<file path="src/include/qspi_params.svh">
//////////////////////////////////////////////////
// QSPI subsystem widths and flash/RAM command codes
//////////////////////////////////////////////////
`ifndef QSPI_PARAMS_SVH
`define QSPI_PARAMS_SVH

// Internal address: RAM flag or bank bits above the device offset
`define QSPI_MEM_ADDR_W 25
`define QSPI_DEV_ADDR_W 24
`define QSPI_DATA_W     8

// AXI4-Lite side, bits above the memory address are ignored
`define QSPI_AXI_ADDR_W 32
`define QSPI_AXI_DATA_W 32

`define QSPI_CMD_READ   8'hEB
`define QSPI_CMD_WRITE  8'h38

`endif
</file>
<file path="src/logic/qspi_pkg.sv">
//////////////////////////////////////////////////
// Shared types for the QSPI subsystem
//////////////////////////////////////////////////
`include "qspi_params.svh"

package qspi_pkg;

   typedef enum logic [1:0] {
      BANK_FLASH_LO = 2'b00,
      BANK_FLASH_HI = 2'b01,
      BANK_RAM_A    = 2'b10,
      BANK_RAM_B    = 2'b11
   } mem_bank_t;

   typedef struct packed {
      logic                        is_ram;
      logic [`QSPI_DEV_ADDR_W-1:0] offset;
   } flash_view_t;

   typedef struct packed {
      mem_bank_t                   bank;
      logic [`QSPI_DEV_ADDR_W-2:0] offset;
   } ram_view_t;

   // Same address word, seen as flash or as RAM bank
   typedef union packed {
      flash_view_t flash;
      ram_view_t   ram;
   } mem_addr_t;

   typedef enum logic [1:0] {
      OKAY   = 2'b00,
      SLVERR = 2'b10
   } axi_resp_t;

endpackage

</file>
<file path="src/logic/qspi_txn_if.sv">
//////////////////////////////////////////////////
// Byte transaction link, bridge to QSPI controller
//////////////////////////////////////////////////
`timescale 1ns/1ps
`include "qspi_params.svh"

interface qspi_txn_if;

   // Request side
   qspi_pkg::mem_addr_t     addr;
   logic [`QSPI_DATA_W-1:0] wdata;
   logic                    start_read;
   logic                    start_write;
   logic                    stop;

   // Completion side
   logic [`QSPI_DATA_W-1:0] rdata;
   logic                    data_ready;
   logic                    data_req;
   logic                    busy;

   modport bridge (
      output addr, wdata, start_read, start_write, stop,
      input  rdata, data_ready, data_req, busy
   );

   modport ctrl (
      input  addr, wdata, start_read, start_write, stop,
      output rdata, data_ready, data_req, busy
   );

endinterface

</file>
<file path="src/logic/qspi_subsystem_top.sv">
//////////////////////////////////////////////////
// AXI4-Lite to QSPI PMOD subsystem
//////////////////////////////////////////////////
`timescale 1ns/1ps
`include "qspi_params.svh"

module qspi_subsystem_top (
   input  logic                        clk,
   input  logic                        rstn,
   input  logic [`QSPI_AXI_ADDR_W-1:0] awaddr,
   input  logic                        awvalid,
   output logic                        awready,
   input  logic [`QSPI_AXI_DATA_W-1:0] wdata,
   input  logic [3:0]                  wstrb,
   input  logic                        wvalid,
   output logic                        wready,
   output qspi_pkg::axi_resp_t         bresp,
   output logic                        bvalid,
   input  logic                        bready,
   input  logic [`QSPI_AXI_ADDR_W-1:0] araddr,
   input  logic                        arvalid,
   output logic                        arready,
   output logic [`QSPI_AXI_DATA_W-1:0] rdata,
   output qspi_pkg::axi_resp_t         rresp,
   output logic                        rvalid,
   input  logic                        rready,
   input  logic [3:0]                  spi_data_in,
   output logic [3:0]                  spi_data_out,
   output logic [3:0]                  spi_oe,
   output logic                        spi_clk,
   output logic                        spi_flash_sel,
   output logic                        spi_ram_a_sel,
   output logic                        spi_ram_b_sel
);

   qspi_txn_if i_txn_if ();

   axil_qspi_bridge i_axil_qspi_bridge (.*, .txn (i_txn_if.bridge));

   qspi_controller i_qspi_controller (.*, .txn (i_txn_if.ctrl));

endmodule

</file>
<file path="src/logic/qspi_controller.sv">
//////////////////////////////////////////////////
// QSPI sequencer for flash and two quad RAMs
//////////////////////////////////////////////////
`timescale 1ns/1ps
`include "qspi_params.svh"

module qspi_controller (
   input  logic       clk,
   input  logic       rstn,
   qspi_txn_if.ctrl   txn,
   input  logic [3:0] spi_data_in,
   output logic [3:0] spi_data_out,
   output logic [3:0] spi_oe,
   output logic       spi_clk,
   output logic       spi_flash_sel,
   output logic       spi_ram_a_sel,
   output logic       spi_ram_b_sel
);

   localparam int unsigned AW = `QSPI_DEV_ADDR_W;
   localparam int unsigned DW = `QSPI_DATA_W;

   // Last count of each phase, command counts bits, the rest nibbles
   localparam logic [2:0] CMD_LAST    = 3'd7;
   localparam logic [2:0] ADDR_LAST   = 3'(AW / 4 - 1);
   localparam logic [2:0] DUMMY1_LAST = 3'd1;
   localparam logic [2:0] DUMMY2_LAST = 3'd3;
   localparam logic [2:0] DATA_LAST   = 3'(DW / 4 - 1);

   typedef enum logic [2:0] {
      ST_IDLE, ST_CMD, ST_ADDR, ST_DUMMY1, ST_DUMMY2, ST_DATA
   } state_t;

   state_t        state;
   logic          is_writing;
   logic [AW-1:0] addr_sr;
   logic [DW-1:0] data_sr;
   logic [2:0]    nibbles;
   logic [2:0]    delay_cfg;
   logic [2:0]    read_count;
   logic [7:0]    cmd;
   logic          stop_defer;
   logic          stop_held;
   logic          stop_now;
   logic          last_ram_a_sel;
   logic          last_ram_b_sel;
   logic          ram_a_block;
   logic          ram_b_block;
   logic          start_any;
   logic          accept;
   logic          nibble_step;

   assign txn.rdata = data_sr;
   assign txn.busy  = state != ST_IDLE;

   // Write stop during the low clock half waits for the rising edge
   assign stop_defer = txn.stop && is_writing && !spi_clk;
   assign stop_now   = stop_held || (txn.stop && !stop_defer);

   assign start_any   = txn.start_read || txn.start_write;
   assign ram_a_block = !last_ram_a_sel && (txn.addr.ram.bank == qspi_pkg::BANK_RAM_A);
   assign ram_b_block = !last_ram_b_sel && (txn.addr.ram.bank == qspi_pkg::BANK_RAM_B);
   assign accept      = start_any && !ram_a_block && !ram_b_block;

   // Read data is paced by the delay counter, everything else by the SPI clock
   assign nibble_step = (state == ST_DATA && !is_writing) ? (read_count == 3'd0) : spi_clk;

   // Sampled from the pins while held in reset
   always_ff @(posedge clk) begin
      if (!rstn) begin
         delay_cfg <= spi_data_in[2:0];
      end
   end

   always_ff @(posedge clk) begin
      if (!rstn) begin
         stop_held <= 1'b0;
      end else begin
         stop_held <= stop_defer;
      end
   end

   always_ff @(posedge clk) begin
      if (!rstn || stop_now) begin
         state          <= ST_IDLE;
         is_writing     <= 1'b0;
         nibbles        <= 3'd0;
         txn.data_ready <= 1'b0;
         txn.data_req   <= 1'b0;
         spi_clk        <= 1'b1;
         spi_oe         <= 4'b0000;
         spi_flash_sel  <= 1'b1;
         spi_ram_a_sel  <= 1'b1;
         spi_ram_b_sel  <= 1'b1;
      end else begin
         txn.data_ready <= 1'b0;
         txn.data_req   <= 1'b0;
         if (state == ST_IDLE) begin
            if (accept) begin
               state         <= ST_CMD;
               is_writing    <= !txn.start_read && txn.addr.flash.is_ram;
               nibbles       <= CMD_LAST;
               spi_oe        <= 4'b0001;
               spi_clk       <= 1'b0;
               spi_flash_sel <= txn.addr.flash.is_ram;
               spi_ram_a_sel <= txn.addr.ram.bank != qspi_pkg::BANK_RAM_A;
               spi_ram_b_sel <= txn.addr.ram.bank != qspi_pkg::BANK_RAM_B;
            end
         end else begin
            spi_clk <= !spi_clk;
            if (nibble_step) begin
               if (nibbles == 3'd0) begin
                  case (state)
                     ST_CMD: begin
                        state   <= ST_ADDR;
                        nibbles <= ADDR_LAST;
                        spi_oe  <= 4'b1111;
                     end
                     ST_ADDR: begin
                        // RAM writes skip the dummy cycles
                        state   <= is_writing ? ST_DATA : ST_DUMMY1;
                        nibbles <= is_writing ? DATA_LAST : DUMMY1_LAST;
                     end
                     ST_DUMMY1: begin
                        state   <= ST_DUMMY2;
                        nibbles <= DUMMY2_LAST;
                        spi_oe  <= 4'b0000;
                     end
                     ST_DUMMY2: begin
                        state   <= ST_DATA;
                        nibbles <= DATA_LAST;
                     end
                     ST_DATA: begin
                        txn.data_ready <= !is_writing;
                        nibbles        <= DATA_LAST;
                     end
                     default: state <= ST_IDLE;
                  endcase
               end else begin
                  nibbles <= nibbles - 3'd1;
               end
            end else begin
               txn.data_req <= is_writing && (state == ST_DATA) && (nibbles == 3'd0);
            end
         end
      end
   end

   // Toggles between 0 and 1 once the configured delay has run out
   always_ff @(posedge clk) begin
      if (!rstn) begin
         read_count <= 3'd0;
      end else if (state != ST_IDLE) begin
         if (state == ST_DUMMY2 && spi_clk && nibbles == 3'd0) begin
            read_count <= delay_cfg;
         end else if (read_count == 3'd0) begin
            read_count <= 3'd1;
         end else begin
            read_count <= read_count - 3'd1;
         end
      end
   end

   always_ff @(posedge clk) begin
      if (state == ST_IDLE && start_any) begin
         addr_sr <= txn.addr.flash.offset;
      end else if (state == ST_ADDR && spi_clk) begin
         addr_sr <= {addr_sr[AW-5:0], 4'b0000};
      end
   end

   always_ff @(posedge clk) begin
      if (is_writing) begin
         if (spi_clk) begin
            if (nibbles == 3'd0) begin
               data_sr <= txn.wdata;
            end else if (state == ST_DATA) begin
               data_sr <= {data_sr[DW-5:0], 4'b0000};
            end
         end
      end else if (state == ST_DATA && read_count == 3'd0) begin
         data_sr <= {data_sr[DW-5:0], spi_data_in};
      end
   end

   assign cmd = is_writing ? `QSPI_CMD_WRITE : `QSPI_CMD_READ;

   always_comb begin
      case (state)
         ST_CMD:  spi_data_out = {3'b000, cmd[nibbles]};
         ST_ADDR: spi_data_out = addr_sr[AW-1 -: 4];
         ST_DATA: spi_data_out = data_sr[DW-1 -: 4];
         default: spi_data_out = 4'b1111;
      endcase
   end

   // Two cycles must pass before the same RAM is selected again
   always_ff @(posedge clk) begin
      if (!rstn) begin
         last_ram_a_sel <= 1'b1;
         last_ram_b_sel <= 1'b1;
      end else begin
         last_ram_a_sel <= spi_ram_a_sel;
         last_ram_b_sel <= spi_ram_b_sel;
      end
   end

endmodule

</file>
<file path="src/logic/axil_qspi_bridge.sv">
//////////////////////////////////////////////////
// AXI4-Lite slave turning byte accesses into QSPI
// transactions, one access in flight
//////////////////////////////////////////////////
`timescale 1ns/1ps
`include "qspi_params.svh"

module axil_qspi_bridge (
   input  logic                        clk,
   input  logic                        rstn,
   input  logic [`QSPI_AXI_ADDR_W-1:0] awaddr,
   input  logic                        awvalid,
   output logic                        awready,
   input  logic [`QSPI_AXI_DATA_W-1:0] wdata,
   input  logic [3:0]                  wstrb,
   input  logic                        wvalid,
   output logic                        wready,
   output qspi_pkg::axi_resp_t         bresp,
   output logic                        bvalid,
   input  logic                        bready,
   input  logic [`QSPI_AXI_ADDR_W-1:0] araddr,
   input  logic                        arvalid,
   output logic                        arready,
   output logic [`QSPI_AXI_DATA_W-1:0] rdata,
   output qspi_pkg::axi_resp_t         rresp,
   output logic                        rvalid,
   input  logic                        rready,
   qspi_txn_if.bridge                  txn
);

   localparam int unsigned MW = `QSPI_MEM_ADDR_W;
   localparam int unsigned DW = `QSPI_DATA_W;

   typedef enum logic [2:0] {S_IDLE, S_START, S_ISSUED, S_WAIT, S_BRESP, S_RRESP} state_t;

   state_t          state;
   logic            aw_done;
   logic            w_done;
   logic            is_read;
   logic            wbyte_en;
   logic [DW-1:0]   rbyte;

   // Byte lane 0 only, zero extended
   assign rdata = {{(`QSPI_AXI_DATA_W-DW){1'b0}}, rbyte};
   assign rresp = qspi_pkg::OKAY;

   // Finish as soon as the controller hands over or takes the byte
   assign txn.stop = (state == S_WAIT) && (txn.data_ready || txn.data_req);

   always_ff @(posedge clk) begin
      if (arvalid && arready) begin
         txn.addr <= araddr[MW-1:0];
      end else if (awvalid && awready) begin
         txn.addr <= awaddr[MW-1:0];
      end
      if (wvalid && wready) begin
         txn.wdata <= wdata[DW-1:0];
         wbyte_en  <= wstrb[0];
      end
      if (state == S_WAIT && txn.data_ready) begin
         rbyte <= txn.rdata;
      end
   end

   always_ff @(posedge clk) begin
      if (!rstn) begin
         state           <= S_IDLE;
         aw_done         <= 1'b0;
         w_done          <= 1'b0;
         is_read         <= 1'b0;
         awready         <= 1'b0;
         wready          <= 1'b0;
         arready         <= 1'b0;
         bvalid          <= 1'b0;
         bresp           <= qspi_pkg::OKAY;
         rvalid          <= 1'b0;
         txn.start_read  <= 1'b0;
         txn.start_write <= 1'b0;
      end else begin
         awready         <= 1'b0;
         wready          <= 1'b0;
         arready         <= 1'b0;
         txn.start_read  <= 1'b0;
         txn.start_write <= 1'b0;
         case (state)
            S_IDLE: begin
               if (awvalid && awready) aw_done <= 1'b1;
               if (wvalid && wready) w_done <= 1'b1;
               if (arvalid && arready) begin
                  is_read <= 1'b1;
                  state   <= S_START;
               end else if (aw_done && w_done) begin
                  aw_done <= 1'b0;
                  w_done  <= 1'b0;
                  is_read <= 1'b0;
                  if (!txn.addr.flash.is_ram) begin
                     // Flash is read only
                     bresp  <= qspi_pkg::SLVERR;
                     bvalid <= 1'b1;
                     state  <= S_BRESP;
                  end else if (!wbyte_en) begin
                     bresp  <= qspi_pkg::OKAY;
                     bvalid <= 1'b1;
                     state  <= S_BRESP;
                  end else begin
                     state <= S_START;
                  end
               end else begin
                  awready <= awvalid && !aw_done && !awready;
                  wready  <= wvalid && !w_done && !wready;
                  // Reads only when no write has begun
                  arready <= arvalid && !arready && !awvalid && !wvalid &&
                             !aw_done && !w_done && !awready && !wready;
               end
            end
            S_START: begin
               if (!txn.busy) begin
                  txn.start_read  <= is_read;
                  txn.start_write <= !is_read;
                  state           <= S_ISSUED;
               end
            end
            S_ISSUED: state <= S_WAIT;
            S_WAIT: begin
               if (txn.data_ready) begin
                  rvalid <= 1'b1;
                  state  <= S_RRESP;
               end else if (txn.data_req) begin
                  bresp  <= qspi_pkg::OKAY;
                  bvalid <= 1'b1;
                  state  <= S_BRESP;
               end else if (!txn.busy) begin
                  // Start was refused by the reselect guard, try again
                  state <= S_START;
               end
            end
            S_BRESP: begin
               if (bready) begin
                  bvalid <= 1'b0;
                  state  <= S_IDLE;
               end
            end
            S_RRESP: begin
               if (rready) begin
                  rvalid <= 1'b0;
                  state  <= S_IDLE;
               end
            end
            default: state <= S_IDLE;
         endcase
      end
   end

endmodule

</file>
<file path="config.mk">
export PLATFORM = sky130hd
export DESIGN_NAME = qspi_subsystem_top
export DESIGN_NICKNAME = d
export VERILOG_FILES = /design/src/logic/qspi_pkg.sv /design/src/logic/qspi_txn_if.sv /design/src/logic/qspi_subsystem_top.sv /design/src/logic/qspi_controller.sv /design/src/logic/axil_qspi_bridge.sv
export VERILOG_INCLUDE_DIRS = /design/src /design/src/include
export SDC_FILE = /design/constraint.sdc
export NUM_CORES = 1
export LEC_CHECK = 0
export ABC_AREA = 1
export BUFFER_PORTS_ARGS = -buffer_cell sky130_fd_sc_hd__buf_4
export CORE_MARGIN = 5
export CORE_UTILIZATION = 49
export DETAILED_ROUTE_END_ITERATION = 8
export MAX_ROUTING_LAYER = met4
export PLACE_DENSITY_LB_ADDON = 0.3
export SLEW_MARGIN = 20
export SYNTH_ARGS = -nofsm -noshare
export SYNTH_HDL_FRONTEND = slang
export SYNTH_SLANG_ARGS = --single-unit
export TNS_END_PERCENT = 50
</file>
<file path="constraint.sdc">
create_clock -name clk -period 3.9 [get_ports clk]
set_input_delay 0.195 -clock clk [delete_from_list [all_inputs] [get_ports clk]]
set_output_delay 0.195 -clock clk [all_outputs]
set_load 0.005 [all_outputs]
</file>
[Yosys cells after proc, flatten, opt, wreduce, memory -nomap -nowiden]
Cells that the tools add are included.
Operators by class
  reductions and logical operators: 84
  bitwise gates (word level): 6
  eq/ne operators: 30
  order comparisons: 1
  add/sub/neg operators: 2
  mux-type cells: 71
Operators with widths (number)
  two-way mux 3 bit: 21
  two-way mux 25 bit: 2
  two-way mux 24 bit: 2
  two-way mux 8 bit: 6
  logical AND 1 bit: 33
  two-way mux 1 bit: 21
  one-hot mux 3 bit (6 select lines): 1
  zero test 1 bit: 17
  two-way mux 4 bit: 4
  nonzero test 2 bit: 8
  one-hot mux 3 bit (5 select lines): 1
  != test 2 bit (second input constant): 7
  == test 3 x 2 -> 1 bit (second input constant): 4
  == test 3 bit (second input constant): 4
  zero test 3 bit: 4
  two-way mux 2 bit: 6
  != test 2 x 1 -> 1 bit (second input constant): 6
  one-hot mux 4 bit (3 select lines): 1
  one-hot mux 3 bit (3 select lines): 1
  AND reduction 3 bit: 3
  nonzero test 3 bit: 3
  OR reduction 3 bit: 3
  one-hot mux 4 bit (2 select lines): 1
  AND reduction 4 bit: 2
  other kinds (20): 33
Word-level totals
  word-level logic and storage cells: 227
  output and inout bits: 53
  input port bits: 111
  bits in registers: 115

[Longest topological paths before layout]
Gate-level depths: netlist (run 1).
  depth in word-level cells: 9
  mapped depth: 10
  mapped depth without buffers: 10

[Cells and area by module]
From an unflattened synthesis (run 1), not the netlist that was laid out.
Unflattened totals
  cell total of the unflattened synthesis: 552
  area total of the unflattened synthesis: 5351.4 um2
Modules (own cells, without submodules)
  qspi_controller: instances 1, area each 2780.2 um2, seq. area each 1471.4 um2, cells each 284
  axil_qspi_bridge: instances 1, area each 2571.2 um2, seq. area each 1541.5 um2, cells each 268

[Worst setup path after synthesis (run 1)]
Ideal clock, no wire load.
  path kind: register -> register
  from: reg i_qspi_controller.state[2]
  to: reg i_qspi_controller.addr_sr[0], enable pin
  arrival: 2.713 ns
  buffers on the path: 1
  cell stages (with the launch flop): 5
  library setup time: 0.438 ns
  data required time: 3.462 ns
  setup slack: 0.748 ns
  cell sequence: dfxtp_1 buf_4 nor3_1 inv_1 o21ai_0
On the way
  word-level cells in the longest chain between the ends: 3
  elaborated cells on any way between the ends: 5
  those cells by class: eq/ne: 1; reduce/logical: 4
RTL lines
  from (decl): line qspi_controller.sv:34  | state_t state;
  from (signal assigned): line qspi_controller.sv:121  | state <= is_writing ? ST_DATA : ST_DUMMY1;
  == test 3 x 2 -> 1 bit / zero test 3 bit (equally long branches): line qspi_controller.sv:167, qspi_controller.sv:165
  logical AND 1 bit (on tied branches): line qspi_controller.sv:167, qspi_controller.sv:165
  nonzero test 2 bit (no source line) (*)
  to (signal assigned): line qspi_controller.sv:166  | addr_sr <= txn.addr.flash.offset;
  to (signal assigned): line qspi_controller.sv:168  | addr_sr <= {addr_sr[AW-5:0], 4'b0000};
  to (decl): line qspi_controller.sv:36  | logic [AW-1:0] addr_sr;
Every way passes the cells marked *; elsewhere a longest branch is shown, timed or not.
A chain may end at the register's enable or synchronous reset.

[Worst setup path in the final report (run 1)]
  from: reg i_qspi_controller.state[2]
  to: out spi_data_out[3]
On the way
  word-level cells in the longest chain between the ends: 2
  elaborated cells on any way between the ends: 4
  those cells by class: eq/ne: 3; mux: 1
RTL lines
  == test 3 bit (tied with other cells): line qspi_controller.sv:189  | case (state)
  one-hot mux 4 bit (3 select lines) (*): line qspi_controller.sv:189
  to (decl): line qspi_subsystem_top.sv:28  | output logic [3:0] spi_data_out,
Marks and branches as above.

==> results of run 1 <==
[cell type report]
class | instances | area, sq um
tap | 140 | 175
multi-input combinational | 362 | 1870
sequential | 112 | 3010
inverter | 68 | 255
timing repair buffer | 106 | 818
clock inverter | 7 | 92.6
fill | 921 | 4400
clock buffer | 9 | 124
[kinds of logic after synthesis]
group / count (synthesis)
and+or+nand+nor: 270
DFF: 112
buffers and inverters: 109
AOI/OAI and AO/OA: 41
muxes: 19
adders and majority gates: 4
other: 1
xor gates and xnor gates: 1
[layer usage]
layer	share of wire, %	track usage (%)
met5	0	-
met4	1.7	6.10
met3	6.3	2.80
met2	48	27.0
met1	44	22.1
[metrics by stage]
| stage | power, W | util, % | worst slack, ns | instance area [sq um] |
|---|---|---|---|---|
| final | 0.00346 | 59.0 | 1.53 | 6340 |
| after global routing | 0.00369 | 59.0 | 1.33 | 6340 |
| after CTS | 0.00347 | 59.0 | 1.50 | 6340 |
| after detailed placement | 0.00273 | 56.2 | 1.78 | 6040 |
| after global placement | 0.00269 | 56.2 | 1.83 | 6040 |
| after floorplan | 0.00243 | - | 0.748 | 5420 |
[path summary, 6_finish.rpt]
| path | slack [ns] | depth (start not counted) | to | start |
|---|---|---|---|---|
| worst max-delay path | 1.53 | 6 | spi_data_out[3] | i_qspi_controller.state[2] |
| worst min-delay path | 0.01 | 2 | i_axil_qspi_bridge.rvalid | rready |
| worst max register to register | 1.81 | 4 | i_qspi_controller.addr_sr[3] | i_qspi_controller.state[2] |
| worst min register to register | 0.46 | 0 | i_axil_qspi_bridge.rbyte[5] | i_qspi_controller.txn.rdata[5] |
[flip-flops by register name, indices dropped and copies added (netlist names), 2 cells and up]
register / flops
i_qspi_controller.txn.rdata: 8
i_qspi_controller.state: 3
i_axil_qspi_bridge.txn.addr: 25
i_axil_qspi_bridge.rbyte: 8
i_qspi_controller.read_count: 3
i_qspi_controller.spi_oe: 2
i_qspi_controller.delay_cfg: 3
i_qspi_controller.nibbles: 3
i_axil_qspi_bridge.txn.wdata: 8
i_qspi_controller.addr_sr: 24
i_axil_qspi_bridge.state: 3
[critical path: cells and delay by family (launching register included)]
family	cells	cell delay, ns
flip-flops	1	0.66
AND/OR/NAND/NOR	3	0.66
buffers and inverters	3	0.48
[power groups by stage]
| stage | registers (W) | logic (W) | clock network, W |
|---|---|---|---|
| after floorplan | 0.00153 | 0.000905 | 0 |
| after CTS | 0.00153 | 0.00119 | 0.000752 |
| final | 0.00153 | 0.00118 | 0.000743 |
| after global routing | 0.00155 | 0.00134 | 0.000805 |
| after global placement | 0.00155 | 0.00114 | 0 |
| after detailed placement | 0.00156 | 0.00118 | 0 |
[placed cells by master, fill, tap and decap left out, types with 2 or more instances in the layout]
master	n
nand2_1	170
buf_4	97
edfxtp_1	77
inv_1	63
dfxtp_1	35
nor2_1	32
nand3_1	28
conb_1	27
o21ai_0	16
mux2_2	15
o211ai_1	9
nand4_1	9
clkbuf_8	9
dlygate4sd3_1	9
a21oi_1	8
inv_2	4
nor3_1	4
nor2_2	4
mux2_4	4
a22o_1	4
nor4_1	4
ha_1	4
nand3b_1	3
nand3_2	3
inv_6	3
nand2_4	2
nor2_8	2
or2_2	2
nand2_2	2
o21ai_2	2
[Yosys cell counts, drive strengths merged]
master	count
clkinv	1
nand3	32
xor2	1
a21oi	8
a22oi	1
clkbuf	4
or2	3
nor3	4
o21ai	18
nor4b	1
a221oi	1
inv	67
edfxtp	77
nor2	39
nand3b	3
a22o	4
o211ai	9
nor4	4
buf	37
nand2	174
conb	1
dfxtp	35
mux2	19
ha	4
nand4	10
[timing repair]
item	in CTS	in global routing
endpoints found under the hold margin	9	0
hold buffers	9	0
endpoints found under the setup margin	0	0
==> metrics, run 1 <==
status finished, final reports clean; Num CTS Buffers 9; initial core utilization roughly 50%; gr usage total 17.0%; Skew-Pair Late Insertion Delay 0.39 ns; most frequent CP cell inv_1; Simple-Gate Fraction of Synth Area between 20% and 30%; Finished Layout Cells 804; Overflow after GRT 0; Final HPWL DP about 7800 um; drt total wl roughly 10000 um; antenna viol nets, final 0; fmax about 420 MHz; Switching Share 36.3%; Worst Path Max Fanout 10; CTS max path bufs 2; Pwr Density around 540 mW/mm^2; htree depth 3; Final setup viols 0; Synth Cell Area roughly 0.0053 sq mm; 1st-pass router iterations 4; Avg Inst Size Synth ~9.6 sq um; critical path's slowest cell dfxtp_1; clk sinks approximately 110; hold slack final a little under 0.01 ns; Final Hold Vio Count 0; Gates resized, CTS repair 0; Rel. slew slack about 55%; Required @ worst endpoint 3.70 ns; post-synthesis adder-cell area fraction less than 1%; routed len/inst between 10 and 15 um; die footprint roughly 0.013 sq mm; Final #Nets slightly below 800; Leak roughly 2.9 nW; placed insts between 700 and 800; multiplexer share of the synthesized area under 10%; setup_tns 0 ns; Area contributors post-synth edfxtp_1, dfxtp_1, nand2_1; final weighted congestion in routability-driven placement 0.852; Gate Count Post-Synth ~560; Area growth syn-to-layout 19.2%; Synth Register Bits 112; Synth Area in XOR/XNOR less than 1%; Seq pwr share between 40% and 50%; Cell Int Power approximately 0.0022 W; post-synthesis sequential area ratio ~57%; via count 3858; Cell Chain, Critical Path inv_1 > nor2_2 > inv_1 > nand3b_1 > nand3_1 > buf_4; Worst setup SP type flop; initial antenna violation count 0; Hold Crit Class in2reg; Clock power frac 21.5%; global-route wire length before repair approximately 17000 um; final worst path period share approximately three fifths; min cycle time layout roughly 2.4 ns; Worst Setup End Kind output pin; CP Class reg2out; Ys Warns 0; Worst-path clk slew approximately 0.11 ns; slowest stage delay, CP 0.66 ns; CTS tree built; Ports 164; cell taking the most area after synthesis edfxtp_1; port bufs 95; RSZ-0062 raised after global routing no; largest family of logic cells by synthesized area simple AND/OR/NAND/NOR gates; row count 38; worst-margin pin slew 0.672 ns; VDD IR max between 300 and 400 uV; Post-CTS Setup Bufs 0; net load switching power roughly 0.0013 W; ANT cells 0; width of the chip approximately 110 um; CP Data Arrival Time 2.17 ns; Clock Tree Root clkbuf_8; 1st-iter DRT viols about 210; core region area around 0.011 sq mm; Die Height ~110 um; Setup Skew 0.0135 ns; # DRC 0; largest net degree at the start of global routing 29; post-synth top area share approximately 43%; Slew Limit Fails 0; vias per inst approximately 4.8; compound-gate portion of the synthesized area 4.68%; combinational power share approximately a third; Synth cell types 38; number of max-cap violations 0; vias in the first global route 3705; fraction of layout cells with a size suffix above 1 23.5%
Note: power is estimated with default switching activity, not from simulation.
==> run 2, diff against run 1 <==
--- a/config.mk
+++ b/config.mk
@@ -9,7 +9,7 @@
 export ABC_AREA = 1
 export BUFFER_PORTS_ARGS = -buffer_cell sky130_fd_sc_hd__buf_4
 export CORE_MARGIN = 5
-export CORE_UTILIZATION = 49
+export CORE_UTILIZATION = 47
 export DETAILED_ROUTE_END_ITERATION = 8
 export MAX_ROUTING_LAYER = met4
 export PLACE_DENSITY_LB_ADDON = 0.3
==> constraint.sdc (replaced) <==
create_clock -name clk -period 2.1 [get_ports clk]
set_input_delay 0.105 -clock clk [delete_from_list [all_inputs] [get_ports clk]]
set_output_delay 0.105 -clock clk [all_outputs]
set_load 0.005 [all_outputs]
==> run 2 against run 1 <==
Against the previous run: power increased by 99%; clock power increased by 140%; sequential cell count unchanged; core utilization increased by 0.33 points; via count increased by 3.0%; sequential power increased by 85%; worst hold slack improved by 0.0067 ns; largest cell class unchanged; clock skew decreased by 0.0031 ns; sequential share of layout area decreased by 1.3 points.
==> metrics, run 2 (same netlist as run 1, synthesis figures left out) <==
Design Power between 0.006 and 0.007 W; vias in the first global route 3739; Pwr Density between 1000 and 1500 mW/mm^2; vias per inst between 4 and 5; Final setup viols 0; Final #Nets a little under 800; RSZ-0062 raised after global routing no; Final HPWL DP 8100 um; 1st-iter DRT viols about 210; Ports ~160; fmax 496 MHz; initial antenna violation count 0; drt total wl ~11000 um; Finished Layout Cells between 800 and 900; routing usage on met1 roughly 22%; clk sinks 112; Skew-Pair Late Insertion Delay 0.35 ns; antenna viol nets, final 0; CP Data Arrival Time 1.91 ns; # DRC 0; Post-CTS Setup Bufs 0; final weighted congestion in routability-driven placement slightly below 0.9; port bufs 95; max reg flops 25; Leak about 2.9 nW; Required @ worst endpoint around 2 ns; Worst Setup End Kind output pin; Worst Setup Slack, final about 0.083 ns; global-route wire length before repair between 15000 and 20000 um; Gates resized, CTS repair 0; GR Util met3 3.21%; Hold Crit Class in2reg; htree depth 3; CTS tree built; CTS max path bufs 2; number of max-cap violations 0; Clock Tree Root clkbuf_16; via count between 3000 and 4000; row count 38; Final Hold Vio Count 0; Finished Cell Area approximately 0.0065 sq mm; ANT cells 0; most frequent cells in the layout nand2_1, buf_4, edfxtp_1, inv_1, dfxtp_1; die footprint about 0.014 sq mm; Fill cells just over 900; Worst Path Max Fanout 7; Setup Skew roughly 0.010 ns; core region area 0.0110 sq mm; status finished, final reports clean; Overflow after GRT 0; Area growth syn-to-layout 22.5%; Slew Limit Fails 0; routed len/inst between 10 and 15 um; setup_tns 0 ns; Area after DPL 0.00608 sq mm; busiest layer in global routing met2; final worst path period share 96.0%; initial core utilization between 40% and 50%; Top reg by flops i_axil_qspi_bridge.txn.addr; min cycle time layout between 2 and 2.5 ns; M2 GR Usage between 20% and 30%; Worst-path clk slew 0.07 ns; placed insts between 700 and 800; gr usage total about 17%; fraction of layout cells with a size suffix above 1 between 20% and 30%; largest net degree at the start of global routing 27; Top Registers i_axil_qspi_bridge.txn.addr: 25 flops, i_qspi_controller.addr_sr: 24 flops; 1st-pass router iterations 5; Worst setup SP type flop; width of the chip roughly 120 um; VDD IR max between 1000 and 1500 uV; CP Class reg2out; commonest non-fill, non-tap cell in the layout nand2_1; setup slack at placement around 0.41 ns; Num CTS Buffers 9; Die Height 116 um
## run 2: cell types whose count changed in the layout (fill, tap and decap cells not counted)
cell,change
clkinv_4,-1
dlygate4sd3_1,+4
clkbuf_16,+9
inv_8,-1
clkbuf_8,-9
buf_4,+3
clkinv_1,+1
buf_12,+1
inv_6,+1
## run 2: cell type report
cell class / instances / area [sq um] / share of cell area [%]
multi-input combinational: 362 / 1870 / 28.6
clock buffer: 9 / 225 / 3.45
clock inverter: 7 / 85.1 / 1.30
tap: 140 / 175 / 2.69
timing repair buffer: 114 / 901 / 13.8
sequential: 112 / 3010 / 46.2
inverter: 68 / 255 / 3.91
## run 2: what timing repair did
item,4_1_cts,5_1_grt
hold buffers,13,0
endpoints found under the hold margin,13,0
setup endpoints to repair,0,0
## run 2: worst paths after layout
check / startpoint / end / slack (ns) / depth (start not counted)
max: i_qspi_controller.state[1] / spi_data_out[0] / 0.08 / 7
min: araddr[12] / i_axil_qspi_bridge.txn.addr[12] / 0.02 / 3
max reg2reg: i_qspi_controller.state[1] / i_qspi_controller.txn.rdata[6] / 0.35 / 5
min reg2reg: i_axil_qspi_bridge.awready / i_axil_qspi_bridge.awready / 0.46 / 1
## run 2: power by group
part | internal, W | switching [W] | leakage, nW
clock network | 0.000949 | 0.000808 | 0.152
logic | 0.000884 | 0.00141 | 1.80
registers | 0.00267 | 0.000165 | 0.990
## run 2: stage by stage
step / utilization (%) / hold WS [ns]
floorplan: - / 0.204
CTS: 59.4 / 0.00503
global placement: 55.4 / 0.291
finish: 59.4 / 0.0165
detailed placement: 55.4 / 0.293
global route: 59.4 / 0.00875
## run 2: metal layers
metal	vias to the layer above	routed length, um
met2	121	5400
met4	0	179
met1	1842	4650
met5	-	0
li1	1997	-
met3	15	663
## run 2: critical path, cell delays in order, from the launching register on
cell	delay [ns]
dfxtp_1	0.37
inv_2	0.15
nand2_1	0.13
nor2_2	0.32
inv_1	0.13
nand3b_1	0.19
nand3_1	0.12
buf_4	0.15
==> run 3, diff against run 2 <==
--- a/config.mk
+++ b/config.mk
@@ -9,7 +9,7 @@
 export ABC_AREA = 1
 export BUFFER_PORTS_ARGS = -buffer_cell sky130_fd_sc_hd__buf_4
 export CORE_MARGIN = 5
-export CORE_UTILIZATION = 47
+export CORE_UTILIZATION = 31
 export DETAILED_ROUTE_END_ITERATION = 8
 export MAX_ROUTING_LAYER = met4
 export PLACE_DENSITY_LB_ADDON = 0.3
==> constraint.sdc (replaced) <==
create_clock -name clk -period 1.8 [get_ports clk]
set_input_delay 0.09 -clock clk [delete_from_list [all_inputs] [get_ports clk]]
set_output_delay 0.09 -clock clk [all_outputs]
set_load 0.005 [all_outputs]
==> run 3 against run 2 <==
Against the previous run: power rose by 19%; non-clock buffer count is 34 higher; global-route usage decreased by 4.2 points; first-iteration DRC count up 24%; register-to-register slack worse by 0.21 ns; critical path depth unchanged; critical endpoint unchanged; largest power group unchanged.
==> metrics, run 3 (same netlist as run 1, synthesis figures left out) <==
# DRC 0; placed insts approximately 880; Layout Utilization 41.0%; CP Class reg2out; fmax about 600 MHz; Area growth syn-to-layout 31.3%; Worst Path Max Fanout 5; Overflow after GRT 0; global-route wire length before repair 19800 um; Leak 3.11 nW; Worst Setup End Kind output pin; gr usage total ~13%; slowest stage delay, CP 0.33 ns; Cell Chain, Critical Path buf_6 > inv_1 > nor2_4 > buf_4 > a22oi_2 > nand3_2 > buf_4; antenna viol nets, final 0; clk sinks ~110; core region area roughly 0.017 sq mm; met2 WL roughly 6000 um; Skew-Pair Late Insertion Delay 0.35 ns; Worst-path clk slew approximately 0.070 ns; most frequent cells in the layout nand2_1, buf_4, edfxtp_1, inv_1, dfxtp_1; Finished Layout Cells a little over 900; port bufs between 90 and 100; Ports approximately 160; net load switching power between 0.002 and 0.003 W; CP Data Arrival Time 1.62 ns; via count between 4000 and 5000; Clock Tree Root clkbuf_16; Die Height about 140 um; Pwr Density approximately 1200 mW/mm^2; Rel. slew slack between 40% and 50%; Final Hold Vio Count 0; vias in the first global route between 4000 and 5000; Slew Limit Fails 0; critical path's slowest cell dfxtp_2; Hold Crit Class in2reg; VDD IR max ~620 uV; most frequent CP cell buf_4; Cell Int Power ~0.0053 W; Final HPWL DP between 9000 and 10000 um; combinational power share between 30% and 40%; vias per inst around 4.4; row count 48; final worst path period share 95.0%; number of max-cap violations 0; initial core utilization a little under a third; Final setup viols 0; max reg flops 25; Required @ worst endpoint 1.71 ns; die footprint 0.0199 sq mm; CTS max path bufs 2; largest net degree at the start of global routing 26; final weighted congestion in routability-driven placement 0.857; htree depth 3; Clock power frac between 20% and 30%; hold slack final between 0.009 and 0.01 ns; routed len/inst about 13 um; status finished, final reports clean; initial antenna violation count 0; Final #Nets about 800; Switching Share 35.4%; Met3 Routed Length between 700 and 800 um; 1st-pass router iterations 4; setup_tns 0 ns; Top Registers i_axil_qspi_bridge.txn.addr: 25 flops, i_qspi_controller.addr_sr: 24 flops; Seq pwr share around two fifths; drt total wl 12000 um; worst-margin pin slew ~0.78 ns; Worst setup SP type flop; ANT cells 0; width of the chip 141 um; RSZ-0062 raised after global routing yes; Top reg by flops i_axil_qspi_bridge.txn.addr; min cycle time layout approximately 1.7 ns; Num CTS Buffers 9; fraction of layout cells with a size suffix above 1 a little over a quarter; commonest non-fill, non-tap cell in the layout nand2_1; Setup Skew 0.00841 ns; 1st-iter DRT viols ~260; highest routed layer met4; CTS tree built; met1 WL ~5300 um
run 3: cell count changes in the layout (fill, tap and decap cells not counted), moves of 3 or more:
cell and delta:
dlygate4sd3_1 +18, buf_4 +10, dfxtp_1 -3, dfxtp_2 +3, buf_6 +3, buf_12 +3, inv_6 -3
run 3: final cells by class:
cell class              count  area, sq um
clock inverters             6         41.3
multi-input cells         362         1920
flip-flops and latches    112         3020
clock buffers              10          229
fillers                  1712        10100
well taps                 225          282
inverters                  68          255
repair buffers            148         1250
run 3: path summary, 6_finish.rpt:
path	from	to	slack (ns)	cells after the start
setup / recovery	i_qspi_controller.state[2]	spi_data_out[0]	0.09	7
hold / removal	araddr[12]	i_axil_qspi_bridge.txn.addr[12]	0.01	3
setup reg to reg	i_qspi_controller.state[0]	i_qspi_controller.addr_sr[8]	0.14	3
hold reg to reg	i_qspi_controller.spi_ram_a_sel	i_qspi_controller.last_ram_a_sel	0.45	2
run 3: timing repair:
item | CTS | global route
gates resized for setup | 6 | 11
pin swaps | 2 | 3
endpoints found under the setup margin | 4 | 35
hold buffers | 31 | 0
endpoints found under the hold margin | 26 | 0
setup buffers | 4 | 1
run 3: power groups by stage:
stage	Combinational, W	Clock (W)	Sequential (W)
floorplan	0.00199	0	0.00330
global placement	0.00277	0	0.00331
detailed placement	0.00281	0	0.00333
CTS	0.00297	0.00193	0.00328
global route	0.00340	0.00204	0.00332
finish	0.00303	0.00187	0.00329
run 3: through the flow:
step	total power, W	setup slack (ns)	instance area [sq um]
after global routing	0.00876	-0.000613	6990
after CTS	0.00818	0.0113	6950
final	0.00818	0.0898	6990
after global placement	0.00608	0.106	6320
after floorplan	0.00528	0.0464	5440
after detailed placement	0.00614	0.0770	6320
run 3: critical path, delay by kind of cell (launching register included):
kind	cells	cell delay, ns
buffers and inverters	4	0.59
DFF	1	0.33
and+or+nand+nor	2	0.17
AOI/OAI and AO/OA	1	0.17
run 3: routing by layer:
| metal | vias up | track usage (%) |
|---|---|---|
| li1 | 2068 | - |
| met3 | 14 | 3.70 |
| met4 | 0 | 3.31 |
| met2 | 117 | 20.7 |
| met5 | - | - |
| met1 | 1866 | 15.6 |
